==> config.mk <==
export PLATFORM = sky130hd
export DESIGN_NAME = burst_writer
export DESIGN_NICKNAME = d
export VERILOG_FILES = /design/src/hw/psram_pkg.sv /design/src/hw/burst_writer.sv
export VERILOG_INCLUDE_DIRS = /design/src /design/src/hw
export SDC_FILE = /design/constraint.sdc
export NUM_CORES = 1
export LEC_CHECK = 0
export BUFFER_PORTS_ARGS = -buffer_cell sky130_fd_sc_hd__buf_2
export CAP_MARGIN = 20
export CORE_MARGIN = 3
export CORE_UTILIZATION = 35
export CTS_CLUSTER_SIZE = 24
export DETAILED_ROUTE_END_ITERATION = 7
export GPL_ROUTABILITY_DRIVEN = 0
export SLEW_MARGIN = 15
export SYNTH_ARGS = -nofsm -noshare
export SYNTH_HDL_FRONTEND = slang
export SYNTH_SLANG_ARGS = --single-unit
==> constraint.sdc <==
create_clock -name clk -period 3.5 [get_ports clk]
set_input_delay 0.175 -clock clk [delete_from_list [all_inputs] [get_ports clk]]
set_output_delay 0.175 -clock clk [all_outputs]
set_load 0.02 [all_outputs]
==> src/hw/capture_macros.svh <==
`ifndef CAPTURE_MACROS_SVH
`define CAPTURE_MACROS_SVH

//////////////////////////////
// sample side widths
//////////////////////////////

// one adc channel sample
`define ADC_BITS 12

// fifo word, also the psram data width
`define WORD_BITS 16

// write fifo, 512 words deep
`define FIFO_DEPTH 512
`define FIFO_AW 9 // log2 of depth

//////////////////////////////
// memory side sizes
//////////////////////////////

// words per write burst, doubles as almost empty threshold
`define BURST_WORDS 8
`define BURST_BYTES 16 // 8 words x 2 bytes

// pretrigger window, 64 bursts behind the pwm edge
`define PRETRIGGER_BYTES 1024

`define ADDR_BITS 25 // psram byte address

`endif

==> src/hw/psram_pkg.sv <==
`default_nettype none

`include "capture_macros.svh"

package psram_pkg;

	//////////////////////////////
	// psram write side
	//////////////////////////////

	typedef logic [`ADDR_BITS-1:0] addr_t; // byte address

	// write request toward the psram controller
	typedef struct packed {
		logic valid; // burst of 8 words waiting
		addr_t addr; // start byte address
	} write_req_t;

	// burst writer states
	typedef enum logic {
		CAPTURING, // normal streaming
		HALTED // pretrigger window closed
	} writer_state_t;

endpackage

`default_nettype wire

==> src/hw/burst_writer.sv <==
`timescale 1ns/1ps
`default_nettype none

`include "capture_macros.svh"

module burst_writer (
	input  logic clk,
	input  logic reset,
	input  logic almost_empty, // from fifo
	input  logic awready, // controller took the request
	input  logic pwm,
	input  logic halt, // stop at the pretrigger base
	output psram_pkg::write_req_t awreq,
	output psram_pkg::addr_t base_addr
);

	psram_pkg::writer_state_t state;
	psram_pkg::writer_state_t state_next;
	psram_pkg::addr_t addr; // next burst address
	logic valid;
	logic pwm_d;
	logic pwm_rise;
	logic wrap_hit; // back around to the base

	assign pwm_rise = pwm & ~pwm_d;
	assign wrap_hit = halt && (addr == base_addr);
	assign state_next = wrap_hit ? psram_pkg::HALTED : state; // no way back out

	assign awreq.valid = valid;
	assign awreq.addr = addr;

	//////////////////////////////
	// request, address, base
	//////////////////////////////

	always_ff @(posedge clk) begin
		if (reset) begin
			state <= psram_pkg::CAPTURING;
			valid <= 1'b0;
			addr <= '0;
			base_addr <= '0;
			pwm_d <= 1'b0;
		end else begin
			state <= state_next;
			// a burst is ready once 8 words sit in the fifo
			valid <= (state_next == psram_pkg::CAPTURING) && !almost_empty;
			if (valid && awready) begin
				addr <= addr + psram_pkg::addr_t'(`BURST_BYTES); // one burst on
			end
			// base trails the write point by the pretrigger window, wraps mod 2^25
			if (pwm_rise && !halt) begin
				base_addr <= addr - psram_pkg::addr_t'(`PRETRIGGER_BYTES);
			end
			pwm_d <= pwm;
		end
	end

	// controller samples addr while request waits
	a_addr_hold: assert property (@(posedge clk) disable iff (reset)
		(awreq.valid && !awready) |=> $stable(awreq.addr));

endmodule

`default_nettype wire

==> parameters.txt <==
Parameter                              Value

Outcome
  Run status ... finished clean

Hold path
  Min-delay worst type ... in2reg
  Min-delay src ... almost_empty
  Depth of the worst hold-timing path ... 2
  Hold-critical path endpoint ... valid

Timing
  Peak clock frequency supported by timing ... 531 MHz
  Ratio of final minimum period to clock period ... 0.538
  Tightest Pin Transition ... 0.886 ns
  Setup repair after global routing missed its margin ... false
  Post-Route Setup TNS ... 0 ns
  Final setup vio count ... 0
  Worst slew margin relative to its limit ... 0.409
  Clock tree skew after final layout ... 0.00720 ns
  Final setup margin ... 1.62 ns
  Slew Limit Fails ... 0
  Worst Hold Slack ... about 0.028 ns
  Final-report hold violation count ... 0
  Tmin final ... between 1.5 and 2 ns

GRT
  Pin count of the biggest net entering global routing ... 46
  First-pass GRT wire length ... 8770 um
  Met2 Usage GRT ... 0.216
  Vias in the first global route ... 1747
  Residual overflow from global routing ... 0
  GRT Max-Usage Layer ... met2
  GRT Total Usage ... 0.143
  Global Route met3 Usage ... 0.0447
  Number of antenna violations at the first check in global routing ... 0
  Met1 layer usage reported by global route ... 0.198

Power and ir drop
  Leakage power figure ... 1.09 nW
  Total design power ... roughly 960 uW
  Max VDD drop ... 154 uV
  Pwr Density ... roughly 360 mW/mm2

Die
  Die width ... 88.7 um
  Row Count ... 29
  Placeable core region ... 0.00649 mm2
  Number of top-level design ports ... 57
  Starting density of the core ... 0.369
  Total Die Area ... 0.00787 mm2
  Die H ... approximately 89 um

Critical path
  Longest individual stage delay on the worst path ... about 0.63 ns
  Slowest cell on the critical path ... sky130_fd_sc_hd__or4_4
  Worst-path maximum fanout ... 9
  Crit Reg-Reg Startpoint ... valid
  Critical path required time ... roughly 3.7 ns
  Chain of cells forming the critical path ... nand2_1, or4_4, nor4_1, xnor2_1, nor2_1
  Count of buffering cells on the critical path with inverters included ... 0
  Worst-case reg-to-reg path depth ... 5
  R2R Setup Slk ... about 1.6 ns
  End of the worst register-to-register path ... addr[23]
  Data arrival time of the worst path ... 2.05 ns
  Crit path launch type ... register
  Crit Path Class ... reg2reg
  Critical path endpoint category ... register
  CP top delay family ... simple AND/OR/NAND/NOR gates
  Crit path from ... valid
  Path length in cells of the critical path ... 5

Logic synthesis
  Synthesis-stage register bit count ... 45
  Cell type contributing the most total cell area after synthesis ... sky130_fd_sc_hd__dfxtp_1
  Post-synth cell types ... 35
  Post-synth ARST share ... 0
  Synthesis Warnings ... 0
  Seq/Total Area, Yosys ... 0.376
  Leading cell types by count after synthesis ... 45 x sky130_fd_sc_hd__dfxtp_1, 38 x sky130_fd_sc_hd__xnor2_1, 37 x sky130_fd_sc_hd__nor2_1
  Synth Instances ... ~280
  Most instantiated flip-flop cell in the synthesis netlist ... sky130_fd_sc_hd__dfxtp_1
  Most instantiated library cell after synthesis ... sky130_fd_sc_hd__dfxtp_1
  Cell area after technology mapping ... 0.00239 mm2
  Proportion of netlist area held by the largest area contributor ... 0.376
  Number of enable flip-flop cells after synthesis ... 0
  Biggest area contributors in the synthesized netlist ... sky130_fd_sc_hd__dfxtp_1 38%, sky130_fd_sc_hd__xnor2_1 14%, sky130_fd_sc_hd__nor2_1 5.8%, sky130_fd_sc_hd__nand2_1 4.4%, sky130_fd_sc_hd__xor2_1 4.0%
  Avg Synthesized Cell Area ... 8.70 um2

Clock network
  Number of buffers inserted during clock tree synthesis ... 5
  Register clock-pin slew on the reported worst setup and hold paths ... 0.09 ns
  Post-CTS Setup Repair Bufs ... 0
  H-tree Lvls ... 2
  Number of clock sinks ... 45
  Root Driver ... sky130_fd_sc_hd__clkbuf_8
  TritonCTS clock tree ... yes
  Number of hold-repair buffers added at the cts stage ... 0
  Cells resized by post-CTS repair ... 0
  Clock latency of the later-clocked register in the worst-skew pair ... 0.31 ns
  Buffer levels on the longest clock path ... 2

Place
  Post-place instance area ... 0.00254 mm2
  Placed Instances ... 378
  Port Buf Inserts ... between 40 and 50
  DPL Wire Length ... 3930 um
  Worst setup slack before clock tree synthesis ... 1.64 ns

Detailed routing
  Detailed-route wire length ... roughly 5500 um
  Vias per std cell ... 4.83
  Starting DRC count in detailed routing ... 84
  Vias post-DR ... 1865
  Detailed-router iteration count before antenna repair ... 5
  WL per Instance ... 14.2 um
  Number of routed nets with antenna violations ... 0
  Residual DRC ... 0

Cells and area
  Final instance area ... 0.00263 mm2
  Proportion of layout cells with a drive suffix above 1 ... 0.220
  Post-Layout Cell Count ... 386
  Area growth from synthesis to layout ... 9.67%
  Antenna Cells ... 0
  Final Util ... 0.404
  Post-layout net count ... 317

Flow run
  Max-cap violation count ... 0
-- layout make-up --
class                   count  area (um2)
repair buffers             49         248
flip-flops and latches     45         901
fillers                   682        3870
multi-input cells         202        1280
well taps                  77        96.3
inverters                   5        18.8
clock buffers               6        72.6
clock inverters             2        10.0
-- layout by cell type (no fill, tap or decap), types with 2 or more instances in the layout --
master / synthesis / final
sky130_fd_sc_hd__nor4_1: 7 / 7
sky130_fd_sc_hd__buf_2: 2 / 48
sky130_fd_sc_hd__clkinv_2: 0 / 2
sky130_fd_sc_hd__or4_4: 3 / 3
sky130_fd_sc_hd__nor4_2: 3 / 3
sky130_fd_sc_hd__inv_1: 5 / 5
sky130_fd_sc_hd__or3_1: 5 / 5
sky130_fd_sc_hd__conb_1: 1 / 8
sky130_fd_sc_hd__ha_1: 3 / 3
sky130_fd_sc_hd__a211oi_1: 10 / 10
sky130_fd_sc_hd__xnor2_1: 38 / 38
sky130_fd_sc_hd__nand3_1: 6 / 6
sky130_fd_sc_hd__nand4_1: 6 / 6
sky130_fd_sc_hd__nand2_1: 28 / 28
sky130_fd_sc_hd__a21oi_1: 11 / 11
sky130_fd_sc_hd__nor3_1: 4 / 4
sky130_fd_sc_hd__a211oi_2: 3 / 3
sky130_fd_sc_hd__dfxtp_1: 45 / 45
sky130_fd_sc_hd__and3_1: 5 / 5
sky130_fd_sc_hd__xor2_1: 11 / 11
sky130_fd_sc_hd__a311oi_1: 2 / 2
sky130_fd_sc_hd__clkbuf_8: 0 / 5
sky130_fd_sc_hd__nor2_1: 37 / 37
sky130_fd_sc_hd__o21ai_0: 4 / 4
-- worst reg2reg max path, cell delays in order, from the launching register on --
cell and delay (ns):
sky130_fd_sc_hd__dfxtp_1 0.43, sky130_fd_sc_hd__nand2_1 0.15, sky130_fd_sc_hd__or4_4 0.63, sky130_fd_sc_hd__nor4_1 0.33
sky130_fd_sc_hd__xnor2_1 0.16, sky130_fd_sc_hd__nor2_1 0.05
-- worst max path at each step --
stage	slack, ns	endpoint
final	1.62	addr[23]
after global routing	1.42	addr[23]
after CTS	1.62	addr[21]
after detailed placement	1.64	addr[21]
after global placement	1.63	addr[21]
after floorplan	1.62	base_addr[21]
-- metal layers --
metal / routed length (um) / up-vias
met5: 0 / -
met2: 2400 / 46
met4: 59 / 0
met1: 2700 / 847
li1: - / 966
met3: 323 / 6
-- flip-flops by register name (all words and copies together) (netlist names) --
name       count
base_addr     21
valid          1
state          1
addr          21
pwm_d          1
-- report_power, final --
group	internal [mW]	switching, mW
Clock	0.139	0.179
Combinational	0.0335	0.0646
Sequential	0.527	0.0149
Total	0.699	0.259
-- kinds of logic after synthesis --
kind of cell	count (synthesis)	share of synthesized area
and+or+nand+nor	111	0.238
DFF	45	0.376
adders and majority gates	3	0.0157
xor gates and xnor gates	49	0.179
buffers and inverters	35	0.100
AOI/OAI and AO/OA	31	0.0889
other	1	0.00157
Power figures use the tool's default switching activity.
