**config.mk**
```make
export PLATFORM = sky130hd
export DESIGN_NAME = sample_packer
export DESIGN_NICKNAME = d
export VERILOG_FILES = /design/src/hw/capture_pkg.sv /design/src/hw/sample_packer.sv
export VERILOG_INCLUDE_DIRS = /design/src /design/src/hw
export SDC_FILE = /design/constraint.sdc
export NUM_CORES = 1
export LEC_CHECK = 0
export BUFFER_PORTS_ARGS = -buffer_cell sky130_fd_sc_hd__buf_2
export CORE_MARGIN = 1.5
export CORE_UTILIZATION = 45
export CTS_CLUSTER_SIZE = 16
export DETAILED_ROUTE_END_ITERATION = 12
export PLACE_DENSITY = 0.73
export RECOVER_POWER = 50
export SLEW_MARGIN = 40
export SYNTH_ARGS = -nofsm -noshare
export SYNTH_HDL_FRONTEND = slang
export SYNTH_SLANG_ARGS = --single-unit
```
**constraint.sdc**
```tcl
create_clock -name clk -period 4.2 [get_ports clk]
set_clock_uncertainty 0.2 [all_clocks]
set_input_delay 0.21 -clock clk [delete_from_list [all_inputs] [get_ports clk]]
set_output_delay 0.21 -clock clk [all_outputs]
set_load 0.05 [all_outputs]
```
**src/hw/capture_macros.svh**
```systemverilog
`ifndef CAPTURE_MACROS_SVH
`define CAPTURE_MACROS_SVH

//////////////////////////////
// sample side widths
//////////////////////////////

// one adc channel sample
`define ADC_BITS 12

// fifo word, also the psram data width
`define WORD_BITS 16

// write fifo, 512 words deep
`define FIFO_DEPTH 512
`define FIFO_AW 9 // log2 of depth

//////////////////////////////
// memory side sizes
//////////////////////////////

// words per write burst, doubles as almost empty threshold
`define BURST_WORDS 8
`define BURST_BYTES 16 // 8 words x 2 bytes

// pretrigger window, 64 bursts behind the pwm edge
`define PRETRIGGER_BYTES 1024

`define ADDR_BITS 25 // psram byte address

`endif

```
**src/hw/capture_pkg.sv**
```systemverilog
`default_nettype none

`include "capture_macros.svh"

package capture_pkg;

	//////////////////////////////
	// adc frame and fifo words
	//////////////////////////////

	// one strobed frame from both converters
	typedef struct packed {
		logic [`ADC_BITS-1:0] a0; // output current
		logic [`ADC_BITS-1:0] a1; // cap voltage
		logic [`ADC_BITS-1:0] b0; // cap current
		logic [`ADC_BITS-1:0] b1; // output voltage
	} adc_frame_t;

	// one fifo word, tag nibble over a 12 bit sample
	typedef struct packed {
		logic [3:0] tag; // iest slice or pwm
		logic [`ADC_BITS-1:0] value;
	} sample_word_t;

	// packer position, also the order words leave in
	typedef enum logic [1:0] {
		SLOT_A0, // idle, next strobe sends a0
		SLOT_A1,
		SLOT_B0,
		SLOT_B1
	} slot_t;

endpackage

`default_nettype wire

```
**src/hw/sample_packer.sv**
```systemverilog
`timescale 1ns/1ps
`default_nettype none

`include "capture_macros.svh"

module sample_packer (
	input  logic clk,
	input  logic reset,
	input  logic ad_strobe, // frame strobe, one cycle
	input  logic psram_ready, // capture only while memory is up
	input  capture_pkg::adc_frame_t ad_frame,
	input  logic [`ADC_BITS-1:0] iest, // coil current estimate
	input  logic pwm,
	output capture_pkg::sample_word_t word,
	output logic we
);

	capture_pkg::slot_t slot; // word due next cycle, A0 means idle
	capture_pkg::adc_frame_t frame_q; // held frame
	logic [7:0] iest_q; // low 8 bits, top nibble rides with A0
	logic pwm_q; // pwm at the strobe
	logic take; // strobe that is captured

	assign take = ad_strobe & psram_ready;

	//////////////////////////////
	// frame hold
	//////////////////////////////

	always_ff @(posedge clk) begin
		if (take) begin
			frame_q <= ad_frame;
			iest_q <= iest[7:0];
			pwm_q <= pwm;
		end
	end

	// A0 goes out live, then A1, B0, B1 one per cycle
	always_ff @(posedge clk) begin
		if (reset) begin
			slot <= capture_pkg::SLOT_A0;
		end else begin
			case (slot)
				capture_pkg::SLOT_A0: slot <= take ? capture_pkg::SLOT_A1 : capture_pkg::SLOT_A0;
				capture_pkg::SLOT_A1: slot <= capture_pkg::SLOT_B0;
				capture_pkg::SLOT_B0: slot <= capture_pkg::SLOT_B1;
				default: slot <= capture_pkg::SLOT_A0; // B1 done, back to idle
			endcase
		end
	end

	//////////////////////////////
	// word mux
	//////////////////////////////

	always_comb begin
		case (slot)
			capture_pkg::SLOT_A0: begin
				word.tag = iest[11:8]; // straight from the strobe cycle
				word.value = ad_frame.a0;
			end
			capture_pkg::SLOT_A1: begin
				word.tag = iest_q[7:4];
				word.value = frame_q.a1;
			end
			capture_pkg::SLOT_B0: begin
				word.tag = iest_q[3:0];
				word.value = frame_q.b0;
			end
			default: begin
				word.tag = {3'b000, pwm_q}; // pwm flag on the last word
				word.value = frame_q.b1;
			end
		endcase
	end

	assign we = take | (slot != capture_pkg::SLOT_A0); // trailing words always written

	// next strobe must wait until B1 has gone
	a_no_overlap: assert property (@(posedge clk) disable iff (reset)
		ad_strobe |-> slot == capture_pkg::SLOT_A0);

endmodule

`default_nettype wire

```
==> results of run 1 <==
==> metrics by stage <==
stage / worst slack [ns] / std cells / hold WS [ns] / total power, mW / utilization [%]
after floorplan: 1.95 / 110 / 0.0791 / 0.797 / -
after global placement: 2.04 / 235 / 0.186 / 0.865 / 57.3
after detailed placement: 2.05 / 235 / 0.188 / 0.873 / 57.4
after CTS: 1.72 / 290 / 0.00143 / 1.16 / 71.1
after global routing: 0.812 / 290 / 0.0127 / 1.20 / 71.0
final: 0.966 / 290 / 0.00655 / 1.16 / 71.0
==> repair_timing <==
item	4_1_cts	5_1_grt
hold endpoints to repair	47	0
setup endpoints to repair	0	0
hold buffers	47	0
==> flip-flops by register name, summed over array words and instances, names as in the netlist <==
register and flops:
frame_q 36, iest_q 8, pwm_q 1, slot 2
==> cells in the mapped netlist <==
cell type / instances
edfxtp_1: 45
buf_6: 1
nor2_1: 3
or2b_1: 1
buf_4: 1
ha_1: 4
and2_1: 1
inv_1: 15
dfxtp_1: 2
a21oi_1: 1
nand4b_1: 1
mux2i_1: 13
buf_2: 3
a222oi_1: 16
nand2b_1: 1
nor2b_1: 1
buf_8: 1
==> layout make-up <==
cell class,count,area (sq um)
well taps,50,62.6
fillers,286,1170
multi-input cells,42,394
clock buffers,7,76.3
repair buffers,128,876
flip-flops and latches,47,1390
inverters,15,56.3
clock inverters,1,5.00
==> worst max-delay path, cell delays in order <==
cell and delay (ns):
dlygate4sd3_1 0.52, buf_2 0.10, and2_1 1.48, or2b_1 0.23, buf_2 0.27
==> kinds of logic after synthesis <==
group,Yosys count,synth area share (%)
mux,13,6.89
flops,47,73.7
simple gates,8,2.45
compound gates,17,8.75
fa+ha+maj,4,2.65
buf+inv,21,5.57
==> power by group <==
| part | switching, mW | total, mW | internal [mW] |
|---|---|---|---|
| registers | 0.0116 | 0.562 | 0.550 |
| clock network | 0.138 | 0.255 | 0.117 |
| logic | 0.225 | 0.340 | 0.115 |
==> path summary, 6_finish.rpt <==
kind                            endpoint  slack, ns  cells past startpoint
worst max-delay path                  we       0.97                      5
worst min-delay path             slot[0]      0.007                      3
worst max register to register   slot[0]       2.53                      4
worst min register to register   slot[0]       0.34                      2
==> routing by layer <==
metal | track usage [%] | vias up | routed length, um
li1 | - | 694 | -
met1 | 23.7 | 689 | 1680
met2 | 37.1 | 69 | 2610
met3 | 6.00 | 14 | 264
met4 | 12.5 | 0 | 175
met5 | 0 | - | 0
==> metrics.yaml, run 1 <==
status:
  status: "finished with violations"
  failed_checks: "max-capacitance violations, max-slew violations"
route:
  routedWlPerCell_um: 16.3
  vias: 1466
  vias_per_cell: 5.06
  drtIter0Drc: 137
  ant_nets: 0
  dr.pass1.iters: 5
  drcViolationCount: 0
  wl_um: 4730
global_routing:
  grt_max_degree: 47
  grt_pass1_wl_um: 7070
  grt_pass1_vias: 1570
  antenna_found_initial: 0
  grt-ovfl-total: 0
  track_usage_pct: 21.5
synthesis:
  seq_area_frac_synth_pct: 73.7
  synth_top_area_share_pct: 71.6
  synth_top_area_cell: "edfxtp_1"
  synth.distinct_cells: 17
  netlist_instances: 110
  yosys-top-cells-area: "edfxtp_1, a222oi_1, mux2i_1"
  yosysWarnings: 0
  synth_area_per_cell_sq_um: 17.2
  syn-cell-area_sq_mm: 0.00189
  synth-seq-cells: 47
  syn_nets: 179
floorplan:
  core-area_sq_mm: 0.00403
  floorplan.die_area_sq_mm: 0.00459
  die_w_um: 67.8
  rows: 23
  ios: 82
  die_h_um: 67.8
  initial_utilization_pct: 46.9
place:
  portBuffers: 81
  place_congestion: 0.651
  dpl_cell_area_sq_mm: 0.00231
  dp_hpwl_um: 2640
finish:
  final_nets: 308
  drive_gt1_share_pct: 36.7
  mostFrequentLayoutCells: "buf_2, dlygate4sd3_1, edfxtp_1"
  syn2layout_area_growth_pct: 51.6
  final_common_cell: "buf_2"
  final_area_sq_mm: 0.00286
  antenna_cells: 0
timing:
  tns_ns: 0
  finalHoldViolations: 0
  slew_viol_final: 47
  relSlewSlack_pct: -33.8
  rsz0062_at_grt: "false"
  period_share_pct: 77.0
  fmax_mhz: 309
  period_minus_slack_ns: 3.23
  finalSetupViolCount: 0
  worst_slew_pin_slew_ns: 2.01
pwr:
  ir_drop_uv: 273
  p_per_area_mw_per_mm2: 404
  p_leak_nw: 1.18
clock_network:
  clk_pin_slew_ns: 0.08
  cts_sinks: 47
  clockRootBuffer: "clkbuf_8"
  postCtsSetupBuffers: 0
  clk_latency_ns: 0.29
  tritoncts: "yes"
  cts_buffers: 5
  ctsResizeCount: 0
  h-tree-depth: 2
  clockBufferDepth: 2
setup_path:
  cp-start-kind: "input port"
  crit_fanout: 46
  endpoint_kind: "output pin"
  cp.required_ns: 3.79
  r2r_start: "slot[1]"
  arrival_ns: 2.82
  critPathKind: "in -> out"
  worstSetupStartpoint: "ad_strobe"
hold_path:
  worstHoldStart: "psram_ready"
  worst_hold_path_type: "in -> reg"
job:
  maxCapViolCount: 1
Note: power is estimated with default switching activity, not from simulation.
==> run 2, diff against run 1 <==
- clock period: 4.2 -> 3.1 ns (I/O delays scaled with it)
==> metrics.yaml, run 2 (synthesized netlist as in run 1, its figures left out) <==
setup_path:
  crit_fanout: 18  # -61%
  r2r_start: "slot[1]"
  cp-start-kind: "flip-flop"
  arrival_ns: 2.16  # -0.66 ns
  endpoint_kind: "output pin"
  cp.required_ns: 2.74  # -1.05 ns
  rrSetupSlack_ns: 0.85  # -1.68 ns
  worstReg2RegEnd: "slot[0]"
  reg2reg_depth: 5  # +1
  critPathKind: "reg -> out"
route:
  ant_nets: 0  # unchanged
  drtIter0Drc: 157  # +15%
  wl_um: 4960  # +5.0%
  routedWlPerCell_um: 17.0  # +4.2%
  drcViolationCount: 0  # unchanged
  vias: 1480  # +0.95%
  dr.pass1.iters: 5  # unchanged
  vias_per_cell: 5.07  # +0.26%
timing:
  tns_ns: 0  # unchanged
  rsz0062_at_grt: "false"
  finalHoldViolations: 0  # unchanged
  fin_hold_ws_ns: 0.267  # +0.260 ns
  relSlewSlack_pct: 52.6  # +86 points
  period_share_pct: 81.2
  slew_viol_final: 0  # -100%
  finalSetupViolCount: 0  # unchanged
  worst_slew_pin_slew_ns: 0.711  # -1.30 ns
  fmax_mhz: 397
  period_minus_slack_ns: 2.52
floorplan:
  core-area_sq_mm: 0.00403  # unchanged
  floorplan.die_area_sq_mm: 0.00459  # unchanged
  initial_utilization_pct: 46.9  # unchanged
  die_w_um: 67.8  # unchanged
  die_h_um: 67.8  # unchanged
  rows: 23  # unchanged
  ios: 82  # unchanged
clock_network:
  postCtsSetupBuffers: 0  # unchanged
  clockBufferDepth: 2  # unchanged
  cts_buffers: 5  # unchanged
  h-tree-depth: 2  # unchanged
  clk_latency_ns: 0.28  # about the same
  clockRootBuffer: "clkbuf_8"
  ctsHoldBuffers: 47  # unchanged
  ctsResizeCount: 0  # unchanged
  clk_pin_slew_ns: 0.08  # about the same
  cts_sinks: 47  # unchanged
  tritoncts: "yes"
place:
  dp_hpwl_um: 3050  # +15%
  dpl_cell_area_sq_mm: 0.00232  # +0.49%
  place_congestion: 0.646  # -0.74%
  portBuffers: 81  # unchanged
finish:
  final_nets: 310  # +0.65%
  syn2layout_area_growth_pct: 52.2
  largestRegisters: "frame_q: 36 flops, iest_q: 8 flops, slot: 2 flops"
  antenna_cells: 0  # unchanged
  seqCellArea_sq_mm: 0.00139  # unchanged
  drive_gt1_share_pct: 36.4  # -0.30 points
  final_area_sq_mm: 0.00287  # +0.44%
  multi_input_area_sq_um: 394  # unchanged
  fill_cells: 274  # -4.2%
  largest_reg_flops: 36  # unchanged
  top_register: "frame_q"
  mostFrequentLayoutCells: "buf_2, dlygate4sd3_1, edfxtp_1"
  final_common_cell: "buf_2"
global_routing:
  track_usage_pct: 22.9  # +1.3 points
  grt_pass1_vias: 1627  # +3.6%
  grt-ovfl-total: 0  # unchanged
  grt_max_degree: 38  # -19%
  grt_pass1_wl_um: 7380  # +4.4%
  antenna_found_initial: 0  # unchanged
pwr:
  finalPower_mw: 1.57  # +36%
  p_per_area_mw_per_mm2: 546  # +35%
  p_leak_nw: 1.19  # +0.96%
  ir_drop_uv: 387  # +41%
status:
  status: "completed"
hold_path:
  worstHoldStart: "psram_ready"
  hold-path-endpoint: "frame_q[24]"
  worstHoldPathCells: 2  # -1
  worst_hold_path_type: "in -> reg"
job:
  maxCapViolCount: 0  # -1
run 2: cell type report:
cell class / count / share of cell area [%]
Clock inverter: 1 / 0.174
Clock buffer: 7 / 2.66
Timing Repair Buffer: 130 / 30.9
Tap cell: 50 / 2.18
Sequential cell: 47 / 48.4
Multi-Input combinational cell: 42 / 13.7
Inverter: 15 / 1.96
run 2: metrics by stage:
stage               cells  utilization [%]  setup slack, ns
global placement      237             57.7             1.09
floorplan             110                -            0.908
finish                292             71.3            0.583
detailed placement    237             57.7            0.928
global route          292             71.3            0.493
CTS                   292             71.4            0.604
run 2: where the power goes:
| part | internal (mW) | total, mW | switching, mW |
|---|---|---|---|
| logic | 0.158 | 0.467 | 0.309 |
| clock network | 0.158 | 0.344 | 0.185 |
| registers | 0.744 | 0.759 | 0.0156 |
| total | 1.06 | 1.57 | 0.509 |
run 2: critical path, stage by stage, from the launching register on:
cell	delay (ns)
dfxtp_1	0.35
inv_1	0.11
ha_1	0.62
a222oi_1	0.24
mux2i_1	0.25
buf_2	0.30
run 2: per-layer routing:
metal	global-route usage, %	routed length [um]	vias to the layer above
met4	11.0	91	0
met1	23.1	1790	723
met3	4.67	219	10
li1	-	-	700
met5	0	0	-
met2	44.0	2860	47
run 2: how the worst max path moves through the flow:
| stage | startpoint | slack (ns) | cells after the start | to |
|---|---|---|---|---|
| finish | slot[1] | 0.58 | 5 | word[11] |
| detailed placement | slot[1] | 0.93 | 5 | word[11] |
| floorplan | slot[1] | 0.91 | 4 | word[3] |
| global route | slot[1] | 0.49 | 5 | word[11] |
| global placement | slot[1] | 1.09 | 5 | word[10] |
| CTS | slot[1] | 0.60 | 5 | word[11] |
